`src/hw/sync_pkg.sv`:
```
package sync_pkg;

  // Tree geometry for the 2x2 cluster
  localparam int unsigned N_TILES     = 4;
  localparam int unsigned TREE_LEVELS = 2;  // Leaf height 1, top height 2

  localparam int unsigned LVL_W     = 2;  // Barrier level, 3 overshoots the tree
  localparam int unsigned NODE_ID_W = 2;

  // Node index encoding
  localparam logic [NODE_ID_W-1:0] NODE_LEAF0 = 2'd0;
  localparam logic [NODE_ID_W-1:0] NODE_LEAF1 = 2'd1;
  localparam logic [NODE_ID_W-1:0] NODE_TOP   = 2'd2;
  localparam logic [NODE_ID_W-1:0] NODE_ROOT  = 2'd3;

  localparam int unsigned TS_W = 16;  // Cycle timer width

  // Event port sizing
  localparam int unsigned EVT_DEPTH   = 4;
  localparam int unsigned EVT_CREDITS = 2;

  // One record per wake, 21 bits
  typedef struct packed {
    logic [NODE_ID_W-1:0] node;
    logic [LVL_W-1:0]     level;
    logic                 error;
    logic [TS_W-1:0]      ts;
  } sync_event_t;

endpackage

```
`src/hw/print_pkg.sv`:
```
package print_pkg;

  // Monitored addresses
  localparam logic [31:0] STDERR_ADDR = 32'hFFFF_0000;
  localparam logic [31:0] STDIO_BASE  = 32'hFFFF_0004;  // Plus 4 per tile

  localparam int unsigned TILE_W = 2;  // Low bits of the tile field
  localparam int unsigned ID_W   = 2;
  localparam int unsigned N_IDS  = 2**ID_W;

  // Line buffers
  localparam int unsigned LINE_LEN = 8;
  localparam int unsigned CNT_W    = $clog2(LINE_LEN+1);
  localparam int unsigned IDX_W    = $clog2(LINE_LEN);
  localparam logic [7:0]  NEWLINE  = 8'd10;

  // Character port sizing
  localparam int unsigned CHAR_DEPTH   = 8;
  localparam int unsigned CHAR_CREDITS = 4;

  // 13-bit character record
  typedef struct packed {
    logic [TILE_W-1:0] tile;
    logic [ID_W-1:0]   id;
    logic [7:0]        chr;
    logic              eol;  // Last char of the line
  } print_char_t;

endpackage

```
`src/hw/fractal_sync_node.sv`:
```
`timescale 1ns/1ps

module fractal_sync_node #(
  parameter int unsigned HEIGHT = 1  // 1 for leaf, 2 for top
) (
  input  logic                          clk,
  input  logic                          rst_n_i,
  input  logic [1:0]                    child_sync_i,
  input  logic [1:0][sync_pkg::LVL_W-1:0] child_level_i,
  input  logic [1:0]                    child_ack_i,
  input  logic                          parent_wake_i,
  input  logic                          parent_error_i,
  output logic                          child_wake_o,
  output logic                          child_error_o,
  output logic                          parent_sync_o,
  output logic [sync_pkg::LVL_W-1:0]    parent_level_o,
  output logic                          parent_ack_o,
  output logic                          evt_valid_o,
  output logic [sync_pkg::LVL_W-1:0]    evt_level_o,
  output logic                          evt_error_o
);
  import sync_pkg::*;

  typedef enum logic [1:0] {
    ST_IDLE,
    ST_FWD,   // Waiting on parent
    ST_WAKE   // Holding wake until both acks
  } state_e;

  state_e           state_q;
  logic             wake_q, err_q;
  logic             from_parent_q;  // Wake came from above
  logic [1:0]       acked_q;
  logic [LVL_W-1:0] lvl_q;
  logic             ack_q, evt_q;
  logic [1:0]       acked_all;

  assign acked_all = acked_q | child_ack_i;

  always_ff @(posedge clk or negedge rst_n_i) begin
    if (!rst_n_i) begin
      state_q       <= ST_IDLE;
      wake_q        <= 1'b0;
      err_q         <= 1'b0;
      from_parent_q <= 1'b0;
      acked_q       <= '0;
      lvl_q         <= '0;
      ack_q         <= 1'b0;
      evt_q         <= 1'b0;
    end else begin
      ack_q <= 1'b0;  // Single-cycle pulses
      evt_q <= 1'b0;
      case (state_q)
        ST_IDLE: begin
          if (&child_sync_i) begin
            lvl_q <= child_level_i[0];
            if (child_level_i[0] != child_level_i[1]) begin  // Mismatch
              state_q <= ST_WAKE;
              wake_q  <= 1'b1;
              err_q   <= 1'b1;
              evt_q   <= 1'b1;
            end else if (child_level_i[0] == LVL_W'(HEIGHT)) begin  // Barrier here
              state_q <= ST_WAKE;
              wake_q  <= 1'b1;
              err_q   <= 1'b0;
              evt_q   <= 1'b1;
            end else begin
              state_q <= ST_FWD;  // Goes higher
            end
          end
        end
        ST_FWD: begin
          if (parent_wake_i) begin
            state_q       <= ST_WAKE;
            wake_q        <= 1'b1;
            err_q         <= parent_error_i;
            from_parent_q <= 1'b1;
          end
        end
        default: begin
          acked_q <= acked_all;
          if (&acked_all) begin
            state_q       <= ST_IDLE;
            wake_q        <= 1'b0;
            err_q         <= 1'b0;
            acked_q       <= '0;
            from_parent_q <= 1'b0;
            ack_q         <= from_parent_q;  // Ack upward only if we forwarded
          end
        end
      endcase
    end
  end

  assign child_wake_o   = wake_q;
  assign child_error_o  = err_q;
  // Held until our ack pulse, drops with it
  assign parent_sync_o  = (state_q == ST_FWD) || (state_q == ST_WAKE && from_parent_q);
  assign parent_level_o = lvl_q;
  assign parent_ack_o   = ack_q;
  assign evt_valid_o    = evt_q;
  assign evt_level_o    = lvl_q;
  assign evt_error_o    = err_q;

  // Children must still hold sync when wake rises
  a_wake_needs_sync: assert property (
    @(posedge clk) disable iff (!rst_n_i) $rose(child_wake_o) |-> &child_sync_i
  );

endmodule

```
`src/hw/sync_tree.sv`:
```
`timescale 1ns/1ps

module sync_tree (
  input  logic                                               clk,
  input  logic                                               rst_n_i,
  input  logic [sync_pkg::N_TILES-1:0]                       sync_i,
  input  logic [sync_pkg::N_TILES-1:0][sync_pkg::LVL_W-1:0]  level_i,
  input  logic [sync_pkg::N_TILES-1:0]                       ack_i,
  output logic [sync_pkg::N_TILES-1:0]                       wake_o,
  output logic [sync_pkg::N_TILES-1:0]                       error_o,
  output logic                                               evt_valid_o,
  output sync_pkg::sync_event_t                              evt_data_o,
  input  logic                                               evt_ready_i
);
  import sync_pkg::*;

  localparam int unsigned N_SRC = 4;  // Two leaves, top, root

  // Leaf to top wiring
  logic [1:0]            leaf_sync, leaf_ack;
  logic [1:0][LVL_W-1:0] leaf_level;
  logic                  top_wake, top_err;

  // Top to root wiring
  logic             root_sync, root_ack;
  logic [LVL_W-1:0] root_level;
  logic             root_pend_q, root_wake_q, root_evt_q;  // Root responder state

  // Per-source event taps
  logic [N_SRC-1:0]            src_valid, src_error;
  logic [N_SRC-1:0][LVL_W-1:0] src_level;

  logic [TS_W-1:0] ts_q;  // Free-running timer

  always_ff @(posedge clk or negedge rst_n_i) begin
    if (!rst_n_i) ts_q <= '0;
    else          ts_q <= ts_q + 1'b1;
  end

  for (genvar i = 0; i < 2; i++) begin : gen_leaf
    fractal_sync_node #(.HEIGHT(1)) i_leaf (
      .clk           (clk),
      .rst_n_i       (rst_n_i),
      .child_sync_i  (sync_i[2*i+1 -: 2]),
      .child_level_i (level_i[2*i+1 -: 2]),
      .child_ack_i   (ack_i[2*i+1 -: 2]),
      .parent_wake_i (top_wake),
      .parent_error_i(top_err),
      .child_wake_o  (wake_o[2*i]),
      .child_error_o (error_o[2*i]),
      .parent_sync_o (leaf_sync[i]),
      .parent_level_o(leaf_level[i]),
      .parent_ack_o  (leaf_ack[i]),
      .evt_valid_o   (src_valid[i]),
      .evt_level_o   (src_level[i]),
      .evt_error_o   (src_error[i])
    );
    assign wake_o[2*i+1]  = wake_o[2*i];  // Both tiles of a pair share the wake
    assign error_o[2*i+1] = error_o[2*i];
  end

  fractal_sync_node #(.HEIGHT(TREE_LEVELS)) i_top (
    .clk           (clk),
    .rst_n_i       (rst_n_i),
    .child_sync_i  (leaf_sync),
    .child_level_i (leaf_level),
    .child_ack_i   (leaf_ack),
    .parent_wake_i (root_wake_q),
    .parent_error_i(root_wake_q),  // Root only ever answers with error
    .child_wake_o  (top_wake),
    .child_error_o (top_err),
    .parent_sync_o (root_sync),
    .parent_level_o(root_level),
    .parent_ack_o  (root_ack),
    .evt_valid_o   (src_valid[2]),
    .evt_level_o   (src_level[2]),
    .evt_error_o   (src_error[2])
  );

  // Root responder, wake two cycles after sync
  always_ff @(posedge clk or negedge rst_n_i) begin
    if (!rst_n_i) begin
      root_pend_q <= 1'b0;
      root_wake_q <= 1'b0;
      root_evt_q  <= 1'b0;
    end else begin
      root_evt_q <= 1'b0;
      if (root_wake_q) begin
        if (root_ack) root_wake_q <= 1'b0;
      end else if (root_pend_q) begin
        root_pend_q <= 1'b0;
        root_wake_q <= 1'b1;
        root_evt_q  <= 1'b1;
      end else if (root_sync) begin
        root_pend_q <= 1'b1;
      end
    end
  end

  assign src_valid[3] = root_evt_q;
  assign src_level[3] = root_level;
  assign src_error[3] = 1'b1;

  // One hold slot per source, lowest index drains first
  logic [N_SRC-1:0] pend_q;
  sync_event_t      rec_q [N_SRC];
  logic [N_SRC-1:0] sel;

  always_comb begin
    sel = '0;
    for (int i = N_SRC-1; i >= 0; i--) begin
      if (pend_q[i]) sel = N_SRC'(1) << i;
    end
  end

  always_ff @(posedge clk or negedge rst_n_i) begin
    if (!rst_n_i) begin
      pend_q <= '0;
    end else begin
      pend_q <= (pend_q & ~(evt_ready_i ? sel : '0)) | src_valid;
    end
  end

  always_ff @(posedge clk) begin
    for (int i = 0; i < N_SRC; i++) begin
      if (src_valid[i]) begin
        rec_q[i] <= '{node: NODE_ID_W'(i), level: src_level[i],
                      error: src_error[i], ts: ts_q};  // Wake cycle stamp
      end
    end
  end

  always_comb begin
    evt_data_o = rec_q[0];
    for (int i = 0; i < N_SRC; i++) begin
      if (sel[i]) evt_data_o = rec_q[i];
    end
  end

  assign evt_valid_o = (|pend_q) && evt_ready_i;

endmodule

```
`src/hw/credit_fifo.sv`:
```
`timescale 1ns/1ps

module credit_fifo #(
  parameter type         payload_t = logic [7:0],
  parameter int unsigned DEPTH     = 4,  // Power of two
  parameter int unsigned CREDITS   = 2
) (
  input  logic     clk,
  input  logic     rst_n_i,
  input  logic     push_i,
  input  payload_t data_i,
  output logic     ready_o,
  output logic     valid_o,
  output payload_t data_o,
  input  logic     credit_i
);

  localparam int unsigned PTR_W = $clog2(DEPTH);
  localparam int unsigned CNT_W = $clog2(DEPTH+1);
  localparam int unsigned CRD_W = $clog2(CREDITS+1);

  payload_t         mem [DEPTH];
  logic [PTR_W-1:0] wr_ptr_q, rd_ptr_q;
  logic [CNT_W-1:0] count_q;
  logic [CRD_W-1:0] credit_q;
  logic             pop;

  assign ready_o = (count_q != CNT_W'(DEPTH));
  assign valid_o = (count_q != '0) && (credit_q != '0);  // Needs entry and credit
  assign pop     = valid_o;
  assign data_o  = mem[rd_ptr_q];

  always_ff @(posedge clk or negedge rst_n_i) begin
    if (!rst_n_i) begin
      wr_ptr_q <= '0;
      rd_ptr_q <= '0;
      count_q  <= '0;
      credit_q <= CRD_W'(CREDITS);
    end else begin
      if (push_i) wr_ptr_q <= wr_ptr_q + 1'b1;  // Wraps at DEPTH
      if (pop)    rd_ptr_q <= rd_ptr_q + 1'b1;
      count_q  <= count_q + CNT_W'(push_i) - CNT_W'(pop);
      credit_q <= credit_q + CRD_W'(credit_i) - CRD_W'(pop);
    end
  end

  always_ff @(posedge clk) begin
    if (push_i) mem[wr_ptr_q] <= data_i;
  end

  a_no_push_full: assert property (
    @(posedge clk) disable iff (!rst_n_i) push_i |-> ready_o
  );
  // Last credit spent and none returned, port goes quiet
  a_no_valid_no_credit: assert property (
    @(posedge clk) disable iff (!rst_n_i)
      valid_o && credit_q == CRD_W'(1) && !credit_i |=> !valid_o
  );

endmodule

```
`src/hw/stdout_capture.sv`:
```
`timescale 1ns/1ps

module stdout_capture (
  input  logic                     clk,
  input  logic                     rst_n_i,
  input  logic                     aw_valid_i,
  input  logic [31:0]              aw_addr_i,
  input  logic [print_pkg::ID_W-1:0] aw_id_i,
  input  logic                     w_valid_i,
  input  logic [7:0]               w_data_i,
  input  logic                     char_ready_i,
  output logic                     char_push_o,
  output print_pkg::print_char_t   char_data_o,
  output logic [7:0]               err_count_o,
  output logic                     err_valid_o
);
  import print_pkg::*;

  // Address decode
  logic [31:0] off;
  logic        is_stdio, is_stderr;

  assign off       = aw_addr_i - STDIO_BASE;
  assign is_stderr = (aw_addr_i == STDERR_ADDR);
  assign is_stdio  = (off[31:4] == '0) && (off[1:0] == 2'b00);  // Four tile slots

  // Pending address beat
  logic              pend_io_q, pend_err_q;
  logic [ID_W-1:0]   pend_id_q;
  logic [TILE_W-1:0] pend_tile_q;

  // Line buffers, one per ID
  logic [7:0]        buf_q  [N_IDS][LINE_LEN];
  logic [TILE_W-1:0] tile_q [N_IDS];
  logic [CNT_W-1:0]  cnt_q  [N_IDS];
  logic [N_IDS-1:0]  done_q;  // Line ready to flush

  // Flush control
  logic            fl_act_q;
  logic [ID_W-1:0] fl_id_q;
  logic [IDX_W-1:0] fl_idx_q;
  logic [ID_W-1:0] cur_id;
  logic [IDX_W-1:0] cur_idx;
  logic            cur_last, append;

  // Lowest complete ID unless a line is mid-flight
  always_comb begin
    cur_id = fl_id_q;
    if (!fl_act_q) begin
      for (int i = N_IDS-1; i >= 0; i--) begin
        if (done_q[i]) cur_id = ID_W'(i);
      end
    end
  end

  assign cur_idx     = fl_act_q ? fl_idx_q : '0;
  assign cur_last    = (CNT_W'(cur_idx) == cnt_q[cur_id] - 1'b1);
  assign char_push_o = (fl_act_q || (|done_q)) && char_ready_i;  // Stall on full FIFO
  assign char_data_o = '{tile: tile_q[cur_id], id: cur_id,
                         chr: buf_q[cur_id][cur_idx], eol: cur_last};

  // Drop beats into a full or finished line
  assign append = w_valid_i && pend_io_q && !done_q[pend_id_q];

  always_ff @(posedge clk or negedge rst_n_i) begin
    if (!rst_n_i) begin
      pend_io_q   <= 1'b0;
      pend_err_q  <= 1'b0;
      pend_id_q   <= '0;
      pend_tile_q <= '0;
      done_q      <= '0;
      fl_act_q    <= 1'b0;
      fl_id_q     <= '0;
      fl_idx_q    <= '0;
      err_valid_o <= 1'b0;
      err_count_o <= '0;
      for (int i = 0; i < N_IDS; i++) cnt_q[i] <= '0;
    end else begin
      if (aw_valid_i) begin
        pend_err_q <= is_stderr;
        pend_io_q  <= is_stdio;
        if (is_stdio) begin
          pend_id_q   <= aw_id_i;
          pend_tile_q <= off[3:2];
        end
      end
      if (w_valid_i && pend_err_q) begin  // Stderr latch
        err_count_o <= w_data_i;
        err_valid_o <= 1'b1;
        pend_err_q  <= 1'b0;
      end
      if (w_valid_i && pend_io_q) begin
        pend_io_q <= 1'b0;  // One data beat per address beat
      end
      if (append) begin
        cnt_q[pend_id_q] <= cnt_q[pend_id_q] + 1'b1;
        if (w_data_i == NEWLINE || cnt_q[pend_id_q] == CNT_W'(LINE_LEN-1))
          done_q[pend_id_q] <= 1'b1;
      end
      if (char_push_o) begin
        if (cur_last) begin
          fl_act_q       <= 1'b0;
          done_q[cur_id] <= 1'b0;  // Buffer free again
          cnt_q[cur_id]  <= '0;
        end else begin
          fl_act_q <= 1'b1;
          fl_id_q  <= cur_id;
          fl_idx_q <= cur_idx + 1'b1;
        end
      end
    end
  end

  // Character storage
  always_ff @(posedge clk) begin
    if (append) begin
      buf_q[pend_id_q][cnt_q[pend_id_q][IDX_W-1:0]] <= w_data_i;
      tile_q[pend_id_q] <= pend_tile_q;
    end
  end

endmodule

```
`src/hw/mesh_monitor_top.sv`:
```
`timescale 1ns/1ps

module mesh_monitor_top (
  input  logic                                               clk,
  input  logic                                               rst_n_i,
  input  logic [sync_pkg::N_TILES-1:0]                       sync_i,
  input  logic [sync_pkg::N_TILES-1:0][sync_pkg::LVL_W-1:0]  level_i,
  input  logic [sync_pkg::N_TILES-1:0]                       ack_i,
  output logic [sync_pkg::N_TILES-1:0]                       wake_o,
  output logic [sync_pkg::N_TILES-1:0]                       error_o,
  input  logic                                               aw_valid_i,
  input  logic [31:0]                                        aw_addr_i,
  input  logic [print_pkg::ID_W-1:0]                         aw_id_i,
  input  logic                                               w_valid_i,
  input  logic [7:0]                                         w_data_i,
  output logic                                               evt_valid_o,
  output sync_pkg::sync_event_t                              evt_data_o,
  input  logic                                               evt_credit_i,
  output logic                                               char_valid_o,
  output print_pkg::print_char_t                             char_data_o,
  input  logic                                               char_credit_i,
  output logic [7:0]                                         err_count_o,
  output logic                                               err_valid_o
);
  import sync_pkg::*;
  import print_pkg::*;

  logic        evt_push, evt_ready;
  sync_event_t evt_rec;
  logic        char_push, char_ready;
  print_char_t char_rec;

  sync_tree i_sync_tree (
    .clk(clk), .rst_n_i(rst_n_i),
    .sync_i(sync_i), .level_i(level_i), .ack_i(ack_i),
    .wake_o(wake_o), .error_o(error_o),
    .evt_valid_o(evt_push), .evt_data_o(evt_rec), .evt_ready_i(evt_ready)
  );

  stdout_capture i_stdout_capture (
    .clk(clk), .rst_n_i(rst_n_i),
    .aw_valid_i(aw_valid_i), .aw_addr_i(aw_addr_i), .aw_id_i(aw_id_i),
    .w_valid_i(w_valid_i), .w_data_i(w_data_i), .char_ready_i(char_ready),
    .char_push_o(char_push), .char_data_o(char_rec),
    .err_count_o(err_count_o), .err_valid_o(err_valid_o)
  );

  // Event stream out
  credit_fifo #(.payload_t(sync_event_t), .DEPTH(EVT_DEPTH), .CREDITS(EVT_CREDITS))
  i_evt_fifo (
    .clk(clk), .rst_n_i(rst_n_i), .push_i(evt_push), .data_i(evt_rec),
    .ready_o(evt_ready), .valid_o(evt_valid_o), .data_o(evt_data_o),
    .credit_i(evt_credit_i)
  );

  // Line stream out
  credit_fifo #(.payload_t(print_char_t), .DEPTH(CHAR_DEPTH), .CREDITS(CHAR_CREDITS))
  i_char_fifo (
    .clk(clk), .rst_n_i(rst_n_i), .push_i(char_push), .data_i(char_rec),
    .ready_o(char_ready), .valid_o(char_valid_o), .data_o(char_data_o),
    .credit_i(char_credit_i)
  );

endmodule

```
`config.mk`:
```
export PLATFORM = sky130hd
export DESIGN_NAME = mesh_monitor_top
export DESIGN_NICKNAME = d
export VERILOG_FILES = /design/src/hw/sync_pkg.sv /design/src/hw/print_pkg.sv /design/src/hw/fractal_sync_node.sv /design/src/hw/sync_tree.sv /design/src/hw/credit_fifo.sv /design/src/hw/stdout_capture.sv /design/src/hw/mesh_monitor_top.sv
export SDC_FILE = /design/constraint.sdc
export NUM_CORES = 1
export LEC_CHECK = 0
export BUFFER_PORTS_ARGS = -buffer_cell sky130_fd_sc_hd__buf_2
export CAP_MARGIN = 40
export CELL_PAD_IN_SITES_DETAIL_PLACEMENT = 1
export CELL_PAD_IN_SITES_GLOBAL_PLACEMENT = 1
export CORE_MARGIN = 2
export CORE_UTILIZATION = 52
export DETAILED_ROUTE_END_ITERATION = 6
export MAX_ROUTING_LAYER = met4
export PLACE_DENSITY = 0.77
export SYNTH_ARGS = -nofsm -noshare
export SYNTH_HDL_FRONTEND = slang
export SYNTH_SLANG_ARGS = --single-unit
```
`constraint.sdc`:
```
create_clock -name clk -period 3.75 [get_ports clk]
set_input_delay 0.375 -clock clk [delete_from_list [all_inputs] [get_ports clk]]
set_output_delay 0.375 -clock clk [all_outputs]
set_load 0.005 [all_outputs]
```
**Yosys cells after proc, flatten, opt, wreduce, memory -nomap -nowiden**

Memory sizes are Yosys's and may differ from the RTL's.
Index checks and enable logic that the tools add are counted.

- $lt $le $gt $ge: 11
- Add/subtract/negate cells: 17
- Equality and inequality tests: 27
- Reductions and logical operators: 64
- Mux-type cells: 140
- Bitwise logic cells: 19

Operators with widths:

| kind | number |
|---|---|
| 2-to-1 mux 1 bit | 70 |
| 2-to-1 mux 64 bit | 1 |
| 2-to-1 mux 21 bit | 3 |
| 2-to-1 mux 4 bit | 15 |
| 2-to-1 mux 16 bit | 3 |
| 2-to-1 mux 2 bit | 22 |
| equality test 32 bit (second input constant) | 1 |
| subtractor 32 bit (second input constant) | 1 |
| logical NOT 28 bit | 1 |
| AND reduction 3 bit | 9 |
| binary-select mux 8 bit (select 3 bit) | 1 |
| demux 8 bit (select 3 bit) | 1 |
| 2-to-1 mux 8 bit | 3 |
| case mux 1 bit (2 select lines) | 9 |
| adder 16 x 1 -> 16 bit (second input constant) | 1 |
| bitwise AND 16 bit | 1 |
| binary-select mux 4 bit (select 2 bit) | 2 |
| bitwise mux 16 bit | 1 |
| demux 4 bit (select 2 bit) | 2 |
| logical AND 1 bit | 16 |
| NOT 16 bit | 1 |
| AND reduction 2 bit | 8 |
| nonzero test 3 bit | 5 |
| inequality test 3 bit (second input constant) | 4 |
| other kinds (44) | 97 |

- Bits of input ports: 64
- RAM bits: 536
- Memories kept: 5
- Word-level logic and storage cells: 334
- Output and inout bits: 53
- Register bits after elaboration: 119

Memories:

| memory | depth | width | read ports | clocked after Yosys merged registers in | write ports | RTL line | RTL |
|---|---|---|---|---|---|---|---|
| i_stdout_capture.buf_q | 4 | 64 | 1 | 0 | 1 | stdout_capture.sv:33 | `logic [7:0] buf_q [N_IDS][LINE_LEN];` |
| i_char_fifo.mem | 8 | 13 | 1 | 0 | 1 | credit_fifo.sv:22 | `payload_t mem [DEPTH];` |
| i_evt_fifo.mem | 4 | 21 | 1 | 0 | 1 | credit_fifo.sv:22 |  |
| i_sync_tree.rec_q | 4 | 21 | 4 | 0 | 4 | sync_tree.sv:106 | `sync_event_t rec_q [N_SRC];` |
| i_stdout_capture.tile_q | 4 | 2 | 1 | 0 | 1 | stdout_capture.sv:34 | `logic [TILE_W-1:0] tile_q [N_IDS];` |

**Logic depth before layout (Yosys ltp)**

- Depth in word-level cells: 14
- Gate-level depth with buffers: 17

**Modules after synthesis**

A second synthesis with hierarchy kept.

- Cells, all modules: 1667
- Area, all modules: 27223.6 µm²

By module, submodules not included:

| module | area an instance (µm²) | instances | cells an instance |
|---|---|---|---|
| stdout_capture | 13182.6 | 1 | 853 |
| credit_fifo at i_char_fifo | 4730.8 | 1 | 219 |
| sync_tree | 4023.9 | 1 | 279 |
| credit_fifo at i_evt_fifo | 3545.9 | 1 | 152 |
| fractal_sync_node at i_sync_tree.gen_leaf[0].i_leaf ... | 586.8 | 2 | 53 |
| fractal_sync_node at i_sync_tree.i_top | 566.8 | 1 | 58 |

**Worst setup path before layout**

No wires, ideal clock.

- Kind: flip-flop to flip-flop
- Start point: register i_stdout_capture.fl_act_q
- End point: register i_stdout_capture.fl_id_q[0]
- Arrival: 3.065 ns
- Path slack: 0.557 ns
- Library setup time: 0.128 ns
- Buffers on the path: 5
- Cell stages (with the launch flop): 17
- Period minus slack after synthesis: 3.193 ns
- Data required time: 3.622 ns
- Path through: dfrtp_1 > buf_6 > o21ba_4 > o22ai_4 > inv_2 > buf_2 > buf_4 > buf_2 > buf_2 > nand2_1 > nand3_1 > nand2_1 > ha_1 > xnor2_1 > o31ai_4 > o21a_4 > mux2_1

RTL lines:

| what | RTL line | RTL |
|---|---|---|
| start: declaration | stdout_capture.sv:39 | `logic fl_act_q;` |
| start signal: assignment | stdout_capture.sv:72 | `fl_act_q <= 1'b0;` |
| start signal: assignment | stdout_capture.sv:102 | `fl_act_q <= 1'b0;` |
| start signal: assignment | stdout_capture.sv:106 | `fl_act_q <= 1'b1;` |
| end signal: assignment | stdout_capture.sv:107 | `fl_id_q <= cur_id;` |
| end: declaration | stdout_capture.sv:40 | `logic [ID_W-1:0] fl_id_q;` |

==> flow_summary.html <==
<table>
<tr><th>Metric</th><th>Value</th></tr>
<tr><th colspan="2">Power and ir drop</th></tr>
<tr><td>Register share of total power</td><td>around half</td></tr>
<tr><td>Internal power of the cells</td><td>~13 mW</td></tr>
<tr><td>Total power divided by cell area</td><td>~570 nW/um2</td></tr>
<tr><td>Switching power as a share of total power</td><td>about a quarter</td></tr>
<tr><td>Share of total power in combinational logic</td><td>13.3%</td></tr>
<tr><td>VDD IR max</td><td>between 0.3 and 0.4 mV</td></tr>
<tr><td>Switching component of the power</td><td>4.51 mW</td></tr>
<tr><td>Static leakage</td><td>between 10 and 15 nW</td></tr>
<tr><td>Clk network pwr share</td><td>a little under two fifths</td></tr>
<tr><th colspan="2">STA</th></tr>
<tr><td>Pins Over Slew Limit</td><td>0</td></tr>
<tr><td>Time the final worst path needs with I/O delays and setup</td><td>~3600 ps</td></tr>
<tr><td>Final Hold Vio Count</td><td>0</td></tr>
<tr><td>Upper clock frequency limit</td><td>between 200 and 300 MHz</td></tr>
<tr><td>Setup violators final</td><td>0</td></tr>
<tr><td>Fin Clk Skew</td><td>between 20 and 30 ps</td></tr>
<tr><td>Sum Neg Setup Slack</td><td>0 ps</td></tr>
<tr><td>Tightest Pin Transition</td><td>roughly 840 ps</td></tr>
<tr><td>Period utilization</td><td>95.7%</td></tr>
<tr><td>Setup repair after global routing missed its margin</td><td>no</td></tr>
<tr><td>Max-Slew Margin vs Limit</td><td>between 40 and 50%</td></tr>
<tr><th colspan="2">Logic synthesis</th></tr>
<tr><td>Proportion of synthesized area in mux cells</td><td>a little under 7%</td></tr>
<tr><td>Unique cell type count in the Yosys netlist</td><td>between 70 and 80</td></tr>
<tr><td>Largest area contributor in the netlist</td><td>sky130_fd_sc_hd__edfxtp_1</td></tr>
<tr><td>Avg Synthesized Cell Area</td><td>around 14 um2</td></tr>
<tr><td>Main combinational cell family by area after synthesis</td><td>simple AND/OR/NAND/NOR gates</td></tr>
<tr><td>Cell with the most instances after synthesis</td><td>sky130_fd_sc_hd__edfxtp_1</td></tr>
<tr><td>Post-Synthesis Net Count</td><td>2012</td></tr>
<tr><td>Synth top area cells</td><td>sky130_fd_sc_hd__edfxtp_1 (59%), sky130_fd_sc_hd__dfrtp_1 (11%), sky130_fd_sc_hd__nand2_1 (4.8%)</td></tr>
<tr><td>Sequential cell area fraction in the yosys report</td><td>between 60% and 70%</td></tr>
<tr><td>Synthesis warning total</td><td>0</td></tr>
<tr><td>Post-Synthesis Cells</td><td>just under 2k</td></tr>
<tr><td>Netlist area before placement</td><td>between 20000 and 30000 um2</td></tr>
<tr><td>Number of enable-type register cells in the synthesized netlist</td><td>about 530</td></tr>
<tr><td>Dominant register cell in the synthesized netlist</td><td>sky130_fd_sc_hd__edfxtp_1</td></tr>
<tr><td>Synth top area share</td><td>58.6%</td></tr>
<tr><td>Complex-gate fraction of the synthesized area</td><td>under 10%</td></tr>
<tr><td>Leading post-synthesis cells by instance count</td><td>sky130_fd_sc_hd__edfxtp_1 (527), sky130_fd_sc_hd__nand2_1 (344), sky130_fd_sc_hd__nor2_1 (119), sky130_fd_sc_hd__dfrtp_1 (117), sky130_fd_sc_hd__and3_1 (74)</td></tr>
<tr><td>Flops &amp; latches, synth</td><td>646</td></tr>
<tr><td>Ys async rst share</td><td>approximately 18%</td></tr>
<tr><td>Xor and xnor fraction of the mapped netlist area</td><td>1.56%</td></tr>
<tr><td>Post-Synth Simple-Gate Area</td><td>11.2%</td></tr>
<tr><td>Adder-cell share of the synthesized area</td><td>around 1.3%</td></tr>
<tr><th colspan="2">Setup path</th></tr>
<tr><td>Worst Path Arrival</td><td>slightly above 4000 ps</td></tr>
<tr><td>RR Startpoint</td><td>i_stdout_capture.fl_act_q</td></tr>
<tr><td>Maximum net fanout on the critical path</td><td>between 80 and 90</td></tr>
<tr><td>Cell type of the slowest stage on the worst timing path</td><td>sky130_fd_sc_hd__nor4_1</td></tr>
<tr><td>Crit. End Element</td><td>register</td></tr>
<tr><td>Cells along the critical path</td><td>o21ba_4 &gt; o22ai_4 &gt; buf_12 &gt; nand2_1 &gt; and3_1 &gt; a311oi_1 &gt; a211oi_1 &gt; nor4_1 &gt; buf_4</td></tr>
<tr><td>Req. time, crit path</td><td>around 4200 ps</td></tr>
<tr><td>Class of the most critical setup path</td><td>register to register</td></tr>
<tr><td>Terminus of the critical flop-to-flop path</td><td>i_char_fifo.mem[2][5]</td></tr>
<tr><td>Worst reg2reg setup slack</td><td>approximately 160 ps</td></tr>
<tr><td>Number of buffer and inverter instances along the worst setup path</td><td>2</td></tr>
<tr><td>Delay-heaviest family, CP</td><td>compound AO/OA/AOI/OAI gates</td></tr>
<tr><td>Largest stage delay, worst path</td><td>640 ps</td></tr>
<tr><td>Reg2reg path depth</td><td>9</td></tr>
<tr><td>Critical path launch point type</td><td>register</td></tr>
<tr><th colspan="2">Min path</th></tr>
<tr><td>Hold Path Sink</td><td>i_sync_tree.gen_leaf[1].i_leaf.acked_q[0]</td></tr>
<tr><td>Startpoint of the lowest-slack hold path</td><td>ack_i[2]</td></tr>
<tr><td>Worst Hold Depth</td><td>3</td></tr>
<tr><td>Class of the tightest hold or removal check</td><td>input pin to register</td></tr>
<tr><th colspan="2">Clock network</th></tr>
<tr><td>Clock latency at the later pin of the worst-skew pair</td><td>about 610 ps</td></tr>
<tr><td>Maximum buffer depth of the clock tree</td><td>3</td></tr>
<tr><td>Clock tree from TritonCTS</td><td>built</td></tr>
<tr><td>Number of instances resized during post-cts repair</td><td>0</td></tr>
<tr><td>Setup Fix Bufs, Post-CTS</td><td>0</td></tr>
<tr><td>Number of sinks driven by the clock tree</td><td>between 600 and 700</td></tr>
<tr><td>CTS Root Cell</td><td>sky130_fd_sc_hd__clkbuf_16</td></tr>
<tr><td>CTS clk-pin slew, worst paths</td><td>about 60 ps</td></tr>
<tr><td>Number of CTS-inserted buffers</td><td>between 60 and 70</td></tr>
<tr><td>H-tree depth reported by CTS</td><td>3</td></tr>
<tr><th colspan="2">Global route</th></tr>
<tr><td>Global-route wire length before repair</td><td>between 100000 and 150000 um</td></tr>
<tr><td>Maximum number of pins on one net before global-route repair</td><td>87</td></tr>
<tr><td>Final global-route overflow total</td><td>0</td></tr>
<tr><td>Number of antenna violations at the first check in global routing</td><td>0</td></tr>
<tr><td>Vias in the first global route</td><td>18.4k</td></tr>
<tr><td>Total GRT Usage</td><td>around 28%</td></tr>
<tr><th colspan="2">Final layout</th></tr>
<tr><td>Antenna diodes</td><td>0</td></tr>
<tr><td>Area of the multi-input gates</td><td>approximately 7600 um2</td></tr>
<tr><td>Layout Utilization</td><td>about 60%</td></tr>
<tr><td>Filler cells</td><td>a little under 5k</td></tr>
<tr><td>Area taken by flip-flops and latches</td><td>approximately 19000 um2</td></tr>
<tr><td>Area growth from synthesis to final layout</td><td>14.5%</td></tr>
<tr><td>Final-stage net count</td><td>approximately 2.2k</td></tr>
<tr><td>Fraction of layout cells with a size suffix above 1</td><td>19.0%</td></tr>
<tr><th colspan="2">Routing</th></tr>
<tr><td>WL per Instance</td><td>about 25 um</td></tr>
<tr><td>ANT nets after route</td><td>0</td></tr>
<tr><td>First drt pass iteration count</td><td>6</td></tr>
<tr><td>Detailed-route vias per instance</td><td>6.06</td></tr>
<tr><td>Routed Wire Length</td><td>roughly 70000 um</td></tr>
<tr><td>DRC viols</td><td>0</td></tr>
<tr><td>Vias post-DR</td><td>~17k</td></tr>
<tr><td>Initial detailed-routing violation count</td><td>around 1.5k</td></tr>
<tr><th colspan="2">Floorplanning</th></tr>
<tr><td>Site Rows</td><td>83</td></tr>
<tr><td>Width of the die</td><td>232 um</td></tr>
<tr><td>Total Die Area</td><td>53800 um2</td></tr>
<tr><td>Initial core utilization</td><td>52.6%</td></tr>
<tr><td>I/O pin cnt</td><td>approximately 120</td></tr>
<tr><td>Core Box Area</td><td>51300 um2</td></tr>
<tr><td>Die height</td><td>about 230 um</td></tr>
<tr><th colspan="2">Job</th></tr>
<tr><td>Max-cap viol count</td><td>0</td></tr>
<tr><th colspan="2">Placed design</th></tr>
<tr><td>HPWL after detailed placement</td><td>roughly 44000 um</td></tr>
<tr><td>Quantity of I/O buffers inserted on ports</td><td>about 120</td></tr>
<tr><td>Weighted congestion at the end of routability-driven global placement</td><td>between 0.8 and 0.9</td></tr>
<tr><th colspan="2">Outcome</th></tr>
<tr><td>Status</td><td>complete, no violations</td></tr>
</table>
## power by group through the flow
stage | clock (mW) | combinational, mW | sequential, mW
finish | 6.49 | 2.35 | 8.74
global route | 6.84 | 2.59 | 8.80
CTS | 6.60 | 2.39 | 8.75
detailed placement | 0 | 2.30 | 8.87
global placement | 0 | 2.03 | 8.86
floorplan | 0 | 1.50 | 8.70
## state kept, by name (all words and copies together) (netlist names), 8 cells and up
name,count
i_sync_tree.ts_q,16
i_stdout_capture.cnt_q,16
i_stdout_capture.tile_q,8
i_stdout_capture.buf_q,256
i_sync_tree.rec_q,75
i_char_fifo.mem,104
i_evt_fifo.mem,84
i_stdout_capture.err_count_o,8
## per-stage QoR
stage | setup slack [ps] | std cells | cell area, um2 | hold slack [ps] | power, mW
global route | 12.3 | 2822 | 30900 | 77.7 | 18.2
floorplan | 557 | 1922 | 27000 | 79.4 | 10.2
finish | 163 | 2822 | 30900 | 65.3 | 17.6
global placement | 376 | 2685 | 28600 | 408 | 10.9
CTS | 242 | 2822 | 30900 | 40.3 | 17.7
detailed placement | 286 | 2691 | 28700 | 206 | 11.2
## how the worst max path moves through the flow
stage	start	endpoint	slack, ps	cells past startpoint
after floorplan	i_stdout_capture.fl_act_q	i_stdout_capture.fl_id_q[0]	560	16
after global placement	i_stdout_capture.fl_act_q	i_char_fifo.mem[0][4]	380	9
after detailed placement	i_stdout_capture.fl_act_q	i_char_fifo.mem[2][4]	290	9
after CTS	i_stdout_capture.fl_act_q	i_char_fifo.mem[4][4]	240	9
after global routing	i_stdout_capture.fl_act_q	i_char_fifo.mem[6][5]	10	9
final	i_stdout_capture.fl_act_q	i_char_fifo.mem[2][5]	160	9
## layer usage
| metal | vias up | wire length, um | global-route usage (%) |
|---|---|---|---|
| met5 | - | 0 | - |
| met4 | 0 | 1850 | 8.65 |
| met3 | 124 | 3570 | 3.24 |
| met2 | 524 | 36500 | 46.9 |
| met1 | 8931 | 29700 | 36.5 |
| li1 | 7512 | - | - |
## kinds of logic (layout without fill, tap and decap cells)
logic type                 count (synthesis)  count (layout)
buffers and inverters                    146             366
and+or+nand+nor                          663             663
muxes                                    116             116
xor gates and xnor gates                  48              48
adders and majority gates                 26              26
AOI/OAI and AO/OA                        277             277
DFF                                      646             646
## final cells by class
type / count / share of cell area (%)
sequential: 646 / 60.8
clock buffer: 92 / 6.03
clock inverter: 33 / 0.818
multi-input combinational: 1130 / 24.6
tap: 680 / 2.75
timing repair buffer: 200 / 4.46
inverter: 41 / 0.506
## worst register-to-register path, delay by kind of cell (launching register included)
family / cells / cell delay (ps)
AOI/OAI and AO/OA: 4 / 1220
DFF: 1 / 600
buffers and inverters: 2 / 690
and+or+nand+nor: 3 / 940
## repair_timing
| action | CTS | global route |
|---|---|---|
| hold buffers | 6 | 0 |
| endpoints found under the hold margin | 95 | 0 |
| endpoints found under the setup margin | 0 | 0 |
## layout by cell type (no fill, tap or decap), types with 35 or more instances in the layout
cell type                   netlist  layout
sky130_fd_sc_hd__a21oi_1         59      59
sky130_fd_sc_hd__a31oi_1         71      71
sky130_fd_sc_hd__and3_1          74      74
sky130_fd_sc_hd__buf_2           25     115
sky130_fd_sc_hd__buf_4           13      66
sky130_fd_sc_hd__clkbuf_16        0      70
sky130_fd_sc_hd__dfrtp_1        117     117
sky130_fd_sc_hd__edfxtp_1       527     527
sky130_fd_sc_hd__inv_1           39      39
sky130_fd_sc_hd__mux4_2          52      52
sky130_fd_sc_hd__nand2_1        344     343
sky130_fd_sc_hd__nor2_1         119     118
sky130_fd_sc_hd__o21ai_0         36      36
sky130_fd_sc_hd__xnor2_1         35      35
Note: power is estimated with default switching activity, not from simulation.
